## config.mk

```make
export PLATFORM = sky130hd
export DESIGN_NAME = esc_top
export DESIGN_NICKNAME = d
export VERILOG_FILES = /design/src/esc_pkg.sv /design/src/esc_axil_regs.sv /design/src/esc_input_sync.sv /design/src/esc_speed_meter.sv /design/src/esc_pid.sv /design/src/esc_pwm_drive.sv /design/src/esc_top.sv
export SDC_FILE = /design/constraint.sdc
export NUM_CORES = 2
export LEC_CHECK = 0
export BUFFER_PORTS_ARGS = -buffer_cell sky130_fd_sc_hd__buf_2
export CAP_MARGIN = 20
export CORE_MARGIN = 8
export CORE_UTILIZATION = 45
export DETAILED_ROUTE_END_ITERATION = 8
export HOLD_SLACK_MARGIN = 0.08
export PLACE_DENSITY = 0.64
export SLEW_MARGIN = 20
export SYNTH_ARGS = -nofsm -noshare
export SYNTH_HDL_FRONTEND = slang
export SYNTH_SLANG_ARGS = --single-unit
```

## constraint.sdc

```tcl
create_clock -name clk -period 14.1 [get_ports clk]
set_input_delay 1.41 -clock clk [delete_from_list [all_inputs] [get_ports clk]]
set_output_delay 1.41 -clock clk [all_outputs]
set_load 0.05 [all_outputs]
```

## src/esc_pkg.sv

```systemverilog
`default_nettype none

package esc_pkg;

  localparam int data_w      = 16;  // periods, duty, pid datapath
  localparam int gain_w      = 8;   // kp and ki
  localparam int kd_w        = 7;
  localparam int axil_addr_w = 8;
  localparam int axil_data_w = 32;

  localparam logic [axil_addr_w-1:0] reg_pwm_period  = 8'h00;
  localparam logic [axil_addr_w-1:0] reg_period_ref  = 8'h04;
  localparam logic [axil_addr_w-1:0] reg_gains       = 8'h08;  // kp, ki, control byte
  localparam logic [axil_addr_w-1:0] reg_meas_period = 8'h10;  // read only
  localparam logic [axil_addr_w-1:0] reg_duty        = 8'h14;  // read only
  localparam logic [axil_addr_w-1:0] reg_kp_active   = 8'h18;  // read only

  localparam logic [1:0] resp_okay   = 2'b00;
  localparam logic [1:0] resp_slverr = 2'b10;

  localparam int integ_limit = 2047;  // integral saturation bound

  // quadrature steps, written as {a,b} previous -> current
  // forward (a leads b): 00->10, 10->11, 11->01, 01->00
  // reverse (b leads a): 00->01, 01->11, 11->10, 10->00
  // anything else keeps the last direction
  typedef enum logic [1:0] {dir_none, dir_fwd, dir_rev} dir_t;

  typedef union packed {
    logic [7:0] raw;                   // as written by the host
    struct packed {
      logic            override;       // take gains from registers
      logic [kd_w-1:0] kd;
    } fields;
  } ctrl_byte_u;

  typedef struct packed {
    logic [data_w-1:0] pwm_period;
    logic [data_w-1:0] period_ref;
    logic [gain_w-1:0] kp;
    logic [gain_w-1:0] ki;
    ctrl_byte_u        ctrl_byte;
  } esc_cfg_t;

  typedef struct packed {
    logic tick;
    logic enc_a;
    logic enc_b;
    logic pwm_en;
  } sync_t;

  typedef struct packed {
    logic              tick;
    logic [data_w-1:0] meas_period;
    dir_t              dir;
    logic              pwm_en;
  } speed_t;

  typedef struct packed {
    logic              tick;
    logic [data_w-1:0] duty;
    dir_t              dir;
    logic              pwm_en;
    logic [gain_w-1:0] kp_active;
  } ctrl_t;

endpackage

`default_nettype wire

```

## src/esc_axil_regs.sv

```systemverilog
`default_nettype none

module esc_axil_regs (
  input  logic                              clk,
  input  logic                              reset,
  input  logic [esc_pkg::axil_addr_w-1:0]   awaddr,
  input  logic                              awvalid,
  output logic                              awready,
  input  logic [esc_pkg::axil_data_w-1:0]   wdata,
  input  logic [esc_pkg::axil_data_w/8-1:0] wstrb,
  input  logic                              wvalid,
  output logic                              wready,
  output logic [1:0]                        bresp,
  output logic                              bvalid,
  input  logic                              bready,
  input  logic [esc_pkg::axil_addr_w-1:0]   araddr,
  input  logic                              arvalid,
  output logic                              arready,
  output logic [esc_pkg::axil_data_w-1:0]   rdata,
  output logic [1:0]                        rresp,
  output logic                              rvalid,
  input  logic                              rready,
  output esc_pkg::esc_cfg_t                 cfg,
  input  logic [esc_pkg::data_w-1:0]        meas_period,
  input  logic [esc_pkg::data_w-1:0]        duty,
  input  logic [esc_pkg::gain_w-1:0]        kp_active
);
  import esc_pkg::*;

  logic                   resp_busy;
  logic                   wr_hs;
  logic                   rd_hs;
  logic                   wr_err;
  logic                   rd_err;
  logic [axil_data_w-1:0] rd_word;

  assign resp_busy = bvalid || rvalid;  // hold off new addresses
  assign wr_hs     = awready && awvalid && wvalid;
  assign rd_hs     = arready && arvalid;

  always_comb begin
    case (awaddr)
      reg_pwm_period, reg_period_ref, reg_gains,
      reg_meas_period, reg_duty, reg_kp_active: wr_err = 1'b0;  // status writes ignored
      default:                                  wr_err = 1'b1;
    endcase
  end

  always_comb begin
    rd_err = 1'b0;
    case (araddr)
      reg_pwm_period:  rd_word = {16'b0, cfg.pwm_period};
      reg_period_ref:  rd_word = {16'b0, cfg.period_ref};
      reg_gains:       rd_word = {8'b0, cfg.ctrl_byte.raw, cfg.ki, cfg.kp};
      reg_meas_period: rd_word = {16'b0, meas_period};
      reg_duty:        rd_word = {16'b0, duty};
      reg_kp_active:   rd_word = {24'b0, kp_active};
      default: begin
        rd_word = '0;
        rd_err  = 1'b1;
      end
    endcase
  end

  always_ff @(posedge clk) begin
    if (reset) begin
      awready <= 1'b0;
      wready  <= 1'b0;
      bvalid  <= 1'b0;
      bresp   <= resp_okay;
      arready <= 1'b0;
      rvalid  <= 1'b0;
      rresp   <= resp_okay;
    end else begin
      awready <= awvalid && wvalid && !awready && !resp_busy;  // one-cycle pulse
      wready  <= awvalid && wvalid && !awready && !resp_busy;
      arready <= arvalid && !arready && !resp_busy;
      if (wr_hs) begin
        bvalid <= 1'b1;
        bresp  <= wr_err ? resp_slverr : resp_okay;
      end else if (bready) begin
        bvalid <= 1'b0;
      end
      if (rd_hs) begin
        rvalid <= 1'b1;
        rresp  <= rd_err ? resp_slverr : resp_okay;
      end else if (rready) begin
        rvalid <= 1'b0;
      end
    end
  end

  always_ff @(posedge clk) begin
    if (rd_hs) begin
      rdata <= rd_word;
    end
  end

  // byte lanes follow wstrb
  always_ff @(posedge clk) begin
    if (reset) begin
      cfg <= '0;
    end else if (wr_hs) begin
      case (awaddr)
        reg_pwm_period: begin
          if (wstrb[0]) cfg.pwm_period[7:0]  <= wdata[7:0];
          if (wstrb[1]) cfg.pwm_period[15:8] <= wdata[15:8];
        end
        reg_period_ref: begin
          if (wstrb[0]) cfg.period_ref[7:0]  <= wdata[7:0];
          if (wstrb[1]) cfg.period_ref[15:8] <= wdata[15:8];
        end
        reg_gains: begin
          if (wstrb[0]) cfg.kp            <= wdata[7:0];
          if (wstrb[1]) cfg.ki            <= wdata[15:8];
          if (wstrb[2]) cfg.ctrl_byte.raw <= wdata[23:16];
        end
        default: ;
      endcase
    end
  end

endmodule

`default_nettype wire

```

## src/esc_input_sync.sv

```systemverilog
`default_nettype none

module esc_input_sync #(
  parameter int tick_div = 64,
  parameter int debounce = 3
) (
  input  logic           clk,
  input  logic           reset,
  input  logic           encoder_a,
  input  logic           encoder_b,
  input  logic           pwm_en,
  output esc_pkg::sync_t sync
);
  import esc_pkg::*;

  localparam int n_in  = 3;  // a, b, pwm_en
  localparam int cnt_w = (tick_div > 1) ? $clog2(tick_div) : 1;

  logic [cnt_w-1:0]    div_cnt;
  logic                tick_now;
  logic                tick_q;
  logic [n_in-1:0]     raw_meta;
  logic [n_in-1:0]     raw_s;
  logic [debounce-1:0] shift [n_in];
  logic [n_in-1:0]     level;

  assign tick_now = (div_cnt == cnt_w'(tick_div - 1));

  always_ff @(posedge clk) begin
    if (reset) begin
      div_cnt  <= '0;
      tick_q   <= 1'b0;
      raw_meta <= '0;
      raw_s    <= '0;
      level    <= '0;
      for (int i = 0; i < n_in; i++) begin
        shift[i] <= '0;
      end
    end else begin
      raw_meta <= {encoder_a, encoder_b, pwm_en};  // async inputs
      raw_s    <= raw_meta;
      tick_q   <= tick_now;
      div_cnt  <= tick_now ? '0 : div_cnt + 1'b1;
      if (tick_now) begin
        for (int i = 0; i < n_in; i++) begin
          shift[i] <= {shift[i][debounce-2:0], raw_s[i]};
          if (shift[i] == '0 || shift[i] == '1) begin
            level[i] <= shift[i][0];  // all samples agree
          end
        end
      end
    end
  end

  assign sync.tick   = tick_q;
  assign sync.enc_a  = level[2];
  assign sync.enc_b  = level[1];
  assign sync.pwm_en = level[0];

endmodule

`default_nettype wire

```

## src/esc_speed_meter.sv

```systemverilog
`default_nettype none

module esc_speed_meter (
  input  logic            clk,
  input  logic            reset,
  input  esc_pkg::sync_t  sync,
  output esc_pkg::speed_t speed
);
  import esc_pkg::*;

  typedef enum logic [1:0] {ph_idle, ph_high, ph_low} phase_t;

  phase_t            phase;
  logic [data_w-1:0] tick_cnt;
  logic [1:0]        ab_prev;
  logic [1:0]        ab_cur;
  dir_t              dir_next;

  assign ab_cur = {sync.enc_a, sync.enc_b};

  always_comb begin
    case ({ab_prev, ab_cur})
      4'b00_10, 4'b10_11, 4'b11_01, 4'b01_00: dir_next = dir_fwd;  // a leads
      4'b00_01, 4'b01_11, 4'b11_10, 4'b10_00: dir_next = dir_rev;  // b leads
      default:                                dir_next = speed.dir;
    endcase
  end

  always_ff @(posedge clk) begin
    if (reset) begin
      phase    <= ph_idle;
      tick_cnt <= '0;
      ab_prev  <= '0;
      speed    <= '0;
    end else begin
      speed.tick   <= sync.tick;
      speed.pwm_en <= sync.pwm_en;
      if (sync.tick) begin
        ab_prev <= ab_cur;
        if (sync.pwm_en) speed.dir <= dir_next;
        if (phase != ph_idle && tick_cnt != '1) tick_cnt <= tick_cnt + 1'b1;  // saturates
        case (phase)
          ph_idle: if (sync.enc_a) begin  // first rising edge
            tick_cnt <= data_w'(1);
            phase    <= ph_high;
          end
          ph_high: if (!sync.enc_a) phase <= ph_low;
          default: if (sync.enc_a) begin
            speed.meas_period <= tick_cnt;  // one full a period
            tick_cnt          <= data_w'(1);
            phase             <= ph_high;
          end
        endcase
      end
    end
  end

endmodule

`default_nettype wire

```

## src/esc_pid.sv

```systemverilog
`default_nettype none

module esc_pid (
  input  logic              clk,
  input  logic              reset,
  input  esc_pkg::esc_cfg_t cfg,
  input  esc_pkg::speed_t   speed,
  output esc_pkg::ctrl_t    ctrl
);
  import esc_pkg::*;

  logic        [gain_w-1:0] kp_sel;
  logic        [gain_w-1:0] ki_sel;
  logic        [kd_w-1:0]   kd_sel;
  logic signed [data_w:0]   error;
  logic signed [data_w:0]   prev_error;
  logic signed [data_w-1:0] integral;
  logic signed [data_w-1:0] integ_next;
  logic signed [data_w+1:0] integ_sum;
  logic signed [data_w+1:0] deriv;
  logic signed [31:0]       p_term;
  logic signed [31:0]       i_term;
  logic signed [31:0]       d_term;
  logic signed [31:0]       pid;
  logic        [data_w-1:0] duty_next;

  always_comb begin
    if (cfg.ctrl_byte.fields.override) begin
      kp_sel = cfg.kp;
      ki_sel = cfg.ki;
      kd_sel = cfg.ctrl_byte.fields.kd;
    end else begin
      kp_sel = gain_w'(1);  // p-only fallback
      ki_sel = '0;
      kd_sel = '0;
    end
  end

  assign error     = $signed({1'b0, cfg.period_ref}) - $signed({1'b0, speed.meas_period});
  assign integ_sum = integral + error;
  assign deriv     = error - prev_error;

  always_comb begin
    if (integ_sum > integ_limit) begin
      integ_next = data_w'(integ_limit);
    end else if (integ_sum < -integ_limit) begin
      integ_next = data_w'(-integ_limit);
    end else begin
      integ_next = integ_sum[data_w-1:0];
    end
  end

  assign p_term = $signed({1'b0, kp_sel}) * error;
  assign i_term = ($signed({1'b0, ki_sel}) * integ_next) >>> 3;
  assign d_term = $signed({1'b0, kd_sel}) * deriv;
  assign pid    = p_term + i_term + d_term;

  // clamp into the pwm range
  always_comb begin
    if (pid < 1) begin
      duty_next = cfg.pwm_period;
    end else if (pid > $signed({16'b0, cfg.pwm_period})) begin
      duty_next = cfg.pwm_period >> 2;
    end else begin
      duty_next = pid[data_w-1:0];
    end
  end

  always_ff @(posedge clk) begin
    if (reset) begin
      integral   <= '0;
      prev_error <= '0;
      ctrl       <= '0;
    end else begin
      ctrl.tick   <= speed.tick;
      ctrl.dir    <= speed.dir;
      ctrl.pwm_en <= speed.pwm_en;
      if (speed.tick) begin
        integral       <= integ_next;
        prev_error     <= error;
        ctrl.duty      <= duty_next;
        ctrl.kp_active <= kp_sel;  // gains in use this tick
      end
    end
  end

endmodule

`default_nettype wire

```

## src/esc_pwm_drive.sv

```systemverilog
`default_nettype none

module esc_pwm_drive (
  input  logic              clk,
  input  logic              reset,
  input  esc_pkg::esc_cfg_t cfg,
  input  esc_pkg::ctrl_t    ctrl,
  output logic              motor_positive,
  output logic              motor_negative
);
  import esc_pkg::*;

  logic [data_w-1:0] pwm_cnt;
  logic              pwm_bit;
  logic              drive_on;
  logic              pos_next;
  logic              neg_next;

  assign drive_on = ctrl.pwm_en && (cfg.pwm_period != '0);

  // steer the pwm bit onto one half of the bridge
  always_comb begin
    pos_next = 1'b0;
    neg_next = 1'b0;
    if (drive_on) begin
      case (ctrl.dir)
        dir_fwd: pos_next = pwm_bit;
        dir_rev: neg_next = pwm_bit;
        default: begin
          if (cfg.period_ref[data_w-1]) begin  // negative reference
            neg_next = pwm_bit;
          end else begin
            pos_next = pwm_bit;
          end
        end
      endcase
    end
  end

  always_ff @(posedge clk) begin
    if (reset) begin
      pwm_cnt        <= '0;
      pwm_bit        <= 1'b0;
      motor_positive <= 1'b0;
      motor_negative <= 1'b0;
    end else if (ctrl.tick) begin
      if (pwm_cnt >= cfg.pwm_period) begin
        pwm_cnt <= '0;  // wrap, also if period shrank
      end else begin
        pwm_cnt <= pwm_cnt + 1'b1;
      end
      pwm_bit        <= (pwm_cnt < ctrl.duty);
      motor_positive <= pos_next;
      motor_negative <= neg_next;
    end
  end

endmodule

`default_nettype wire

```

## src/esc_top.sv

```systemverilog
`default_nettype none

module esc_top #(
  parameter int tick_div = 64,
  parameter int debounce = 3
) (
  input  logic                              clk,
  input  logic                              reset,
  input  logic [esc_pkg::axil_addr_w-1:0]   awaddr,
  input  logic                              awvalid,
  output logic                              awready,
  input  logic [esc_pkg::axil_data_w-1:0]   wdata,
  input  logic [esc_pkg::axil_data_w/8-1:0] wstrb,
  input  logic                              wvalid,
  output logic                              wready,
  output logic [1:0]                        bresp,
  output logic                              bvalid,
  input  logic                              bready,
  input  logic [esc_pkg::axil_addr_w-1:0]   araddr,
  input  logic                              arvalid,
  output logic                              arready,
  output logic [esc_pkg::axil_data_w-1:0]   rdata,
  output logic [1:0]                        rresp,
  output logic                              rvalid,
  input  logic                              rready,
  input  logic                              encoder_a,
  input  logic                              encoder_b,
  input  logic                              pwm_en,
  output logic                              motor_positive,
  output logic                              motor_negative
);
  import esc_pkg::*;

  esc_cfg_t cfg;
  sync_t    sync;
  speed_t   speed;
  ctrl_t    ctrl;

  esc_axil_regs regs_i (
    .clk, .reset,
    .awaddr, .awvalid, .awready, .wdata, .wstrb, .wvalid, .wready,
    .bresp, .bvalid, .bready,
    .araddr, .arvalid, .arready, .rdata, .rresp, .rvalid, .rready,
    .cfg,
    .meas_period (speed.meas_period),
    .duty        (ctrl.duty),
    .kp_active   (ctrl.kp_active)
  );

  esc_input_sync #(
    .tick_div (tick_div),
    .debounce (debounce)
  ) sync_i (
    .clk, .reset, .encoder_a, .encoder_b, .pwm_en, .sync
  );

  esc_speed_meter speed_i (.clk, .reset, .sync, .speed);

  esc_pid pid_i (.clk, .reset, .cfg, .speed, .ctrl);

  esc_pwm_drive drive_i (.clk, .reset, .cfg, .ctrl, .motor_positive, .motor_negative);

endmodule

`default_nettype wire

```

# Word-level counts from Yosys, hierarchy flattened
# Memories as Yosys holds them, arrays and structs flattened.
# Index checks and enable logic that the tools add are counted.
[word_totals]
reg_bits = 232
ramBits = 9
in_bits = 62
out_inout_bits = 43
elab_cells = 172
mem_count = 1
[classes]
add_sub_neg = 8
multipliers = 3
order_cmp = 6
n_eq_ne = 27
n_mux = 36
bitwise_logic = 4
n_reduce_logical = 48
[mem_list]
columns = ["name", "depth", "word_bits", "rd", "rd_clocked_by_memory_dff", "wr", "line", "source"]
rows = [
  ["sync_i.shift", 3, 3, 3, 0, 3, "esc_input_sync.sv:24", "logic [debounce-1:0] shift [n_in];"],
]
[op_table]
columns = ["cell", "count"]
rows = [
  ["$pmux W24 S6", 1],
  ["$mux W16", 8],
  ["$eq A8 B5 Y1 const B", 6],
  ["$add A16 B1 Y16 const B", 2],
  ["$add A32 B32 Y32", 1],
  ["$gt A32 B17 Y1", 1],
  ["$lt A32 B2 Y1 const B", 1],
  ["$reduce_and A3 Y1", 10],
  ["$add A26 B22 Y27", 1],
  ["$mul A8 B18 Y26", 1],
  ["$mul A9 B17 Y26", 1],
  ["$mul A9 B16 Y25", 1],
  ["$add A16 B17 Y18", 1],
  ["$gt A18 B12 Y1 const B", 1],
  ["$lt A18 B12 Y1 const B", 1],
  ["$sub A17 B17 Y18", 1],
  ["$sub A16 B16 Y17", 1],
  ["$eq A4 B4 Y1 const B", 4],
  ["$eq A8 B3 Y1 const B", 2],
  ["$eq A8 B4 Y1 const B", 2],
  ["$ge A16 B16 Y1", 1],
  ["$logic_not A8 Y1", 2],
  ["$lt A16 B16 Y1", 1],
  ["$mux W8", 2],
  ["other kinds (29)", 79],
]

# Depth between registers and ports, before layout
[depth]
depth_word = 11
depth_mapped = 69
ltp_nobuf = 64

# By module
# From an unflattened synthesis, not the netlist that was laid out.
[hier_totals]
cells_unflattened = 3345
area_unflattened_um2 = 29175.5
[by_module_without_submodules]
columns = ["mod", "instances", "cells_each", "area_per_inst_um2", "seq_area_each_um2"]
rows = [
  ["esc_pid", 1, 2472, 20704.9, 1221.2],
  ["esc_axil_regs", 1, 376, 4018.9, 1961.9],
  ["esc_speed_meter", 1, 207, 1771.7, 800.8],
  ["esc_pwm_drive", 1, 211, 1736.7, 380.4],
  ["esc_input_sync", 1, 79, 943.4, 590.6],
]

# Worst setup path before layout
# OpenSTA, ideal clock, no wires.
[synth_path]
path_kind = "flip-flop to flip-flop"
startpoint = "register regs_i.cfg[24] (netlist name)"
endpoint = "register pid_i.ctrl[14] (netlist name)"
setup_ns = 0.122
arrival_ns = 14.521
t_required_ns = 13.978
path_slack_ns = -0.543
path_stages_with_launch = 59
n_path_buf = 2
period_less_slack_ns = 14.643
cell_sequence = "dfxtp_1 > inv_1 > ha_1 > inv_1 > fa_1 > a21o_1 > a21oi_1 > o21ai_0 > a21oi_1 > o21bai_1 > a31o_2 > nor2_1 > xor2_1 > inv_1 > ha_1 > a21o_1 > a2111o_1 > a31oi_1 > [... 23 more ...] > ha_1 > and3_1 > a211o_1 > a21oi_1 > xnor2_1 > ha_1 > and2_1 > and3_1 > o21ai_0 > and3_1 > nor4_1 > o221ai_1 > or4_4 > or4b_1 > buf_2 > and4_4 > buf_6 > a221o_1"
[synth_between]
elab_chain_len = 11
word_cells_on_any_way = 16
classes_between = "add/sub: 5; mul: 3; order compare: 4; mux: 4"
[synth_rtl]
columns = ["item", "line", "source"]
rows = [
  ["$sub A16 B16 Y17 (*)", "esc_pid.sv:39", "assign error = $signed({1'b0, cfg.period_ref}) - $signed({1'b0, speed.meas_period});"],
  ["named net pid_i.error[10]", "esc_pid.sv:15", "logic signed [data_w:0] error;"],
  ["$add A16 B17 Y18", "esc_pid.sv:40", "assign integ_sum = integral + error;"],
  ["$lt A18 B12 Y1", "esc_pid.sv:46", "end else if (integ_sum < -integ_limit) begin"],
  ["$mux W16", "esc_pid.sv:46", ""],
  ["$mux W16", "esc_pid.sv:44", "if (integ_sum > integ_limit) begin"],
  ["$mul A9 B16 Y25", "esc_pid.sv:54", "assign i_term = ($signed({1'b0, ki_sel}) * integ_next) >>> 3;"],
  ["$add A26 B22 Y27", "esc_pid.sv:56", "assign pid = p_term + i_term + d_term;"],
  ["$add A32 B32 Y32 (*)", "esc_pid.sv:56", ""],
  ["$gt A32 B17 Y1", "esc_pid.sv:62", "end else if (pid > $signed({16'b0, cfg.pwm_period})) begin"],
  ["$mux W16", "esc_pid.sv:62", ""],
  ["$mux W16 (*)", "esc_pid.sv:60", "if (pid < 1) begin"],
]
# Mark *: on every way through the listed nets, which the timed path passes. The rest lies on a longest branch.
# A chain may end at the register's enable or synchronous reset.

# Worst setup path in the final report
[layout_path]
startpoint = "register regs_i.cfg[24] (netlist name)"
endpoint = "register pid_i.ctrl[11] (netlist name)"
[layout_between]
elab_chain_len = 11
word_cells_on_any_way = 16
classes_between = "add/sub: 5; mul: 3; order compare: 4; mux: 4"
[layout_rtl]
columns = ["item", "line"]
rows = [
  ["$sub A16 B16 Y17 (*)", "esc_pid.sv:39"],
  ["named net pid_i.error[8]", "esc_pid.sv:15"],
  ["$add A16 B17 Y18", "esc_pid.sv:40"],
  ["$lt A18 B12 Y1", "esc_pid.sv:46"],
  ["$mux W16", "esc_pid.sv:46"],
  ["$mux W16", "esc_pid.sv:44"],
  ["$mul A9 B16 Y25", "esc_pid.sv:54"],
  ["$add A26 B22 Y27", "esc_pid.sv:56"],
  ["$add A32 B32 Y32 (*)", "esc_pid.sv:56"],
  ["$gt A32 B17 Y1", "esc_pid.sv:62"],
  ["$mux W16", "esc_pid.sv:62"],
  ["$mux W16 (*)", "esc_pid.sv:60"],
]
# Marks and branches as above.

==> metrics.yaml <==
status: "finished clean"
max-clock-path-buffers: 3
crit_top_cell: "a21o_1"
timing.critical_path.slowest_stage_cell: "fa_1"
worst-setup-path-type: "flop to flop"
design.core.area_um2: 64230
arrival_ns: 14.25
hold_buffers: 0
drv_slew: 0
r2r_cells: 68
fin_crit_sh_pct: 97.78
final_cell_mix: "inv_1 (562), nor2_1 (422), buf_4 (366)"
rsz0062_at_grt: "true"
cts_tree: "built"
gp_congestion: 0.9006
grt.total_usage_pct: 22.46
die_y_um: 270.6
syn_area_per_cell_um2: 8.375
timing.slew.headroom_pct: 29.05
ys.warnings.count: 0
cap_viol_max_count: 0
nNetsFinal: 4558
mostFrequentLayoutCell: "inv_1"
die_w_um: 270.6
numCtsBuffers: 27
routed_wire_length_per_instance_um: 17.84
synthDistinctLibCells: 87
ys_seq_elements: 231
grt_max_degree: 70
place_hpwl_um: 66860
synth_seq_area_share_pct: 16.99
drt_iter0_markers: 1711
drive_above_1_share_pct: 19.32
ioPinCount: 105
vias: 25510
max_stage_delay_ns: 0.55
setup-violations-final: 0
synthCells: 3482
area_delta_synth_final_pct: 20.76
start_util_pct: 45.40
timing.rr.start: "regs_i.cfg[24]$_SDFFE_PP0P_"
antenna_cells: 0
drt_wl_total_um: 84700
rrSetupSlack_ns: 0.31
ir_drop_uv: 70.38
htree_levels: 1
worst_slew_pin_slew_ns: 1.060
critPathCapture: "pid_i.ctrl[11]$_SDFFE_PP0P_"
grt_pass1_wl_um: 134300
rows: 93
ctsRootBufferMaster: "clkbuf_16"
end_kind: "flop"
drc: 0
min_path_type: "flop to flop"
antenna_found_initial: 1
portBuffers: 85
finalCriticalPeriod_ns: 13.79
whs_ns: 0.4350
ant_nets: 0
synthArstFlopShare_pct: 0
cp-startpoint: "regs_i.cfg[24]$_SDFFE_PP0P_"
r2r-end: "pid_i.ctrl[11]$_SDFFE_PP0P_"
worst_slack_ns: 0.3135
crit_path_start_kind: "flop"
first_pass_iters: 6
viasPerCell: 5.373
cp.required_ns: 14.56
timing.fmax_mhz: 72.53
p_leak_uw: 0.01695
cts_sinks: 231
syn-cell-area_um2: 29160
die-area_um2: 73200
synth-edff-count: 33
powerDensity_nw_per_um2: 39.85
skew_ns: 0.01706
clk_pin_slew_ns: 0.06
hold_viol_final: 0
synth_ff_type: "dfxtp_1"
overflow: 0
grt_pass1_vias: 25180
place_ws_ns: -0.5704
insertion_delay_ns: 0.56
path_max_fanout: 5
==> power by group <==
| part | leakage [uW] | switching, uW | internal [uW] |
|---|---|---|---|
| Sequential | 0.00192 | 2.28 | 671 |
| Clock | 0.000399 | 304 | 373 |
| Combinational | 0.0146 | 38.8 | 13.6 |
| Total | 0.0170 | 345 | 1060 |
==> registers in the layout, summed over array words and instances (netlist names), 16 cells and up <==
signal	flops
regs_i.cfg	56
pid_i.ctrl	28
regs_i.rdata	24
speed_i.speed	20
pid_i.prev_error	17
drive_i.pwm_cnt	16
pid_i.integral	16
speed_i.tick_cnt	16
==> timing repair <==
item,4_1_cts,5_1_grt
setup buffers,41,35
gates resized for setup,48,218
gates cloned,0,3
setup endpoints to repair,16,16
pin swaps,35,144
==> worst max-delay path, delay by kind of cell, from the launching register on <==
| family | cells | cell delay [ns] |
|---|---|---|
| fa+ha+maj | 11 | 4.07 |
| compound gates | 32 | 5.26 |
| simple gates | 6 | 1.52 |
| xor+xnor | 4 | 0.89 |
| flops | 1 | 0.33 |
| buf+inv | 15 | 1.60 |
==> through the flow <==
stage,power [uW],area (um2),util (%),std cells,setup TNS (ns)
finish,1403,35220,54.83,4747,0
global route,1441,35220,54.83,4747,-3.134
CTS,1416,33920,52.81,4712,0
detailed placement,739.0,32550,50.67,4622,-8.312
global placement,738.7,32550,50.67,4622,-7.949
floorplan,719.8,29210,-,3491,0
==> synthesized netlist by cell type, types with 11 or more instances <==
| cell | instances | share of area (%) |
|---|---|---|
| and3_1 | 44 | 0.94 |
| o21a_1 | 25 | 0.64 |
| a31oi_1 | 16 | 0.34 |
| a21oi_1 | 167 | 2.9 |
| mux2i_1 | 80 | 2.7 |
| edfxtp_1 | 33 | 3.4 |
| xor2_1 | 49 | 1.5 |
| nand2b_1 | 33 | 0.71 |
| nor2_1 | 429 | 5.5 |
| a21o_1 | 62 | 1.6 |
| a211oi_1 | 28 | 0.72 |
| fa_1 | 334 | 23 |
| o21ai_0 | 88 | 1.5 |
| nand4_1 | 26 | 0.56 |
| nor2b_1 | 46 | 0.99 |
| nor4_1 | 15 | 0.32 |
| nand2_1 | 256 | 3.3 |
| and2_1 | 29 | 0.62 |
| buf_4 | 11 | 0.28 |
| a21boi_0 | 11 | 0.28 |
| dfxtp_1 | 198 | 14 |
| a211o_1 | 14 | 0.42 |
| nand3_1 | 86 | 1.5 |
| a22oi_1 | 34 | 0.88 |
| nor3_1 | 43 | 0.74 |
| clkbuf_1 | 93 | 1.2 |
| ha_1 | 290 | 12 |
| o21bai_1 | 22 | 0.57 |
| or2_2 | 34 | 0.73 |
| xnor2_1 | 96 | 2.9 |
| o31ai_1 | 20 | 0.51 |
| inv_1 | 581 | 7.5 |
| or3_1 | 23 | 0.49 |
==> how the worst min path moves through the flow <==
stage,startpoint,to,slack [ns],cells after the start
final,sync_i.raw_meta[1]$_SDFF_PP0_,sync_i.raw_s[1]$_SDFF_PP0_,0.43,1
after global placement,sync_i.raw_meta[1]$_SDFF_PP0_,sync_i.raw_s[1]$_SDFF_PP0_,0.42,1
after floorplan,sync_i.div_cnt[0]$_SDFF_PP0_,sync_i.div_cnt[0]$_SDFF_PP0_,0.41,1
after detailed placement,sync_i.raw_meta[1]$_SDFF_PP0_,sync_i.raw_s[1]$_SDFF_PP0_,0.42,1
after CTS,sync_i.raw_meta[1]$_SDFF_PP0_,sync_i.raw_s[1]$_SDFF_PP0_,0.44,1
after global routing,sync_i.raw_meta[0]$_SDFF_PP0_,sync_i.raw_s[0]$_SDFF_PP0_,0.46,1
==> cells by family (layout without fill, tap and decap cells) <==
group / count (synthesis) / in the layout / share of synthesized area (%)
XOR/XNOR: 145 / 145 / 4.355
buffers and inverters: 705 / 1105 / 9.319
AND/OR/NAND/NOR: 1098 / 1099 / 17.41
AO/OA/AOI/OAI: 597 / 597 / 13.75
other: 1 / 10 / 0.01286
multiplexers: 81 / 81 / 2.785
flip-flops: 231 / 231 / 16.99
adder cells (fa/ha/maj): 624 / 624 / 35.37
==> layer usage <==
metal | routed length, um | track usage (%)
met3 | 5006 | 3.308
met5 | 0 | 0
met4 | 2958 | 7.481
met2 | 39480 | 37.09
met1 | 37250 | 29.98
==> final cells by class <==
type | instances | area, um2
Fill cell | 5970 | 29020
Multi-Input combinational cell | 2556 | 22750
Sequential cell | 231 | 4961
Timing Repair Buffer | 472 | 3422
Inverter | 584 | 2192
Tap cell | 855 | 1070
Clock buffer | 35 | 705.7
Clock inverter | 14 | 115.1
Note: power is estimated with default switching activity, not from simulation.
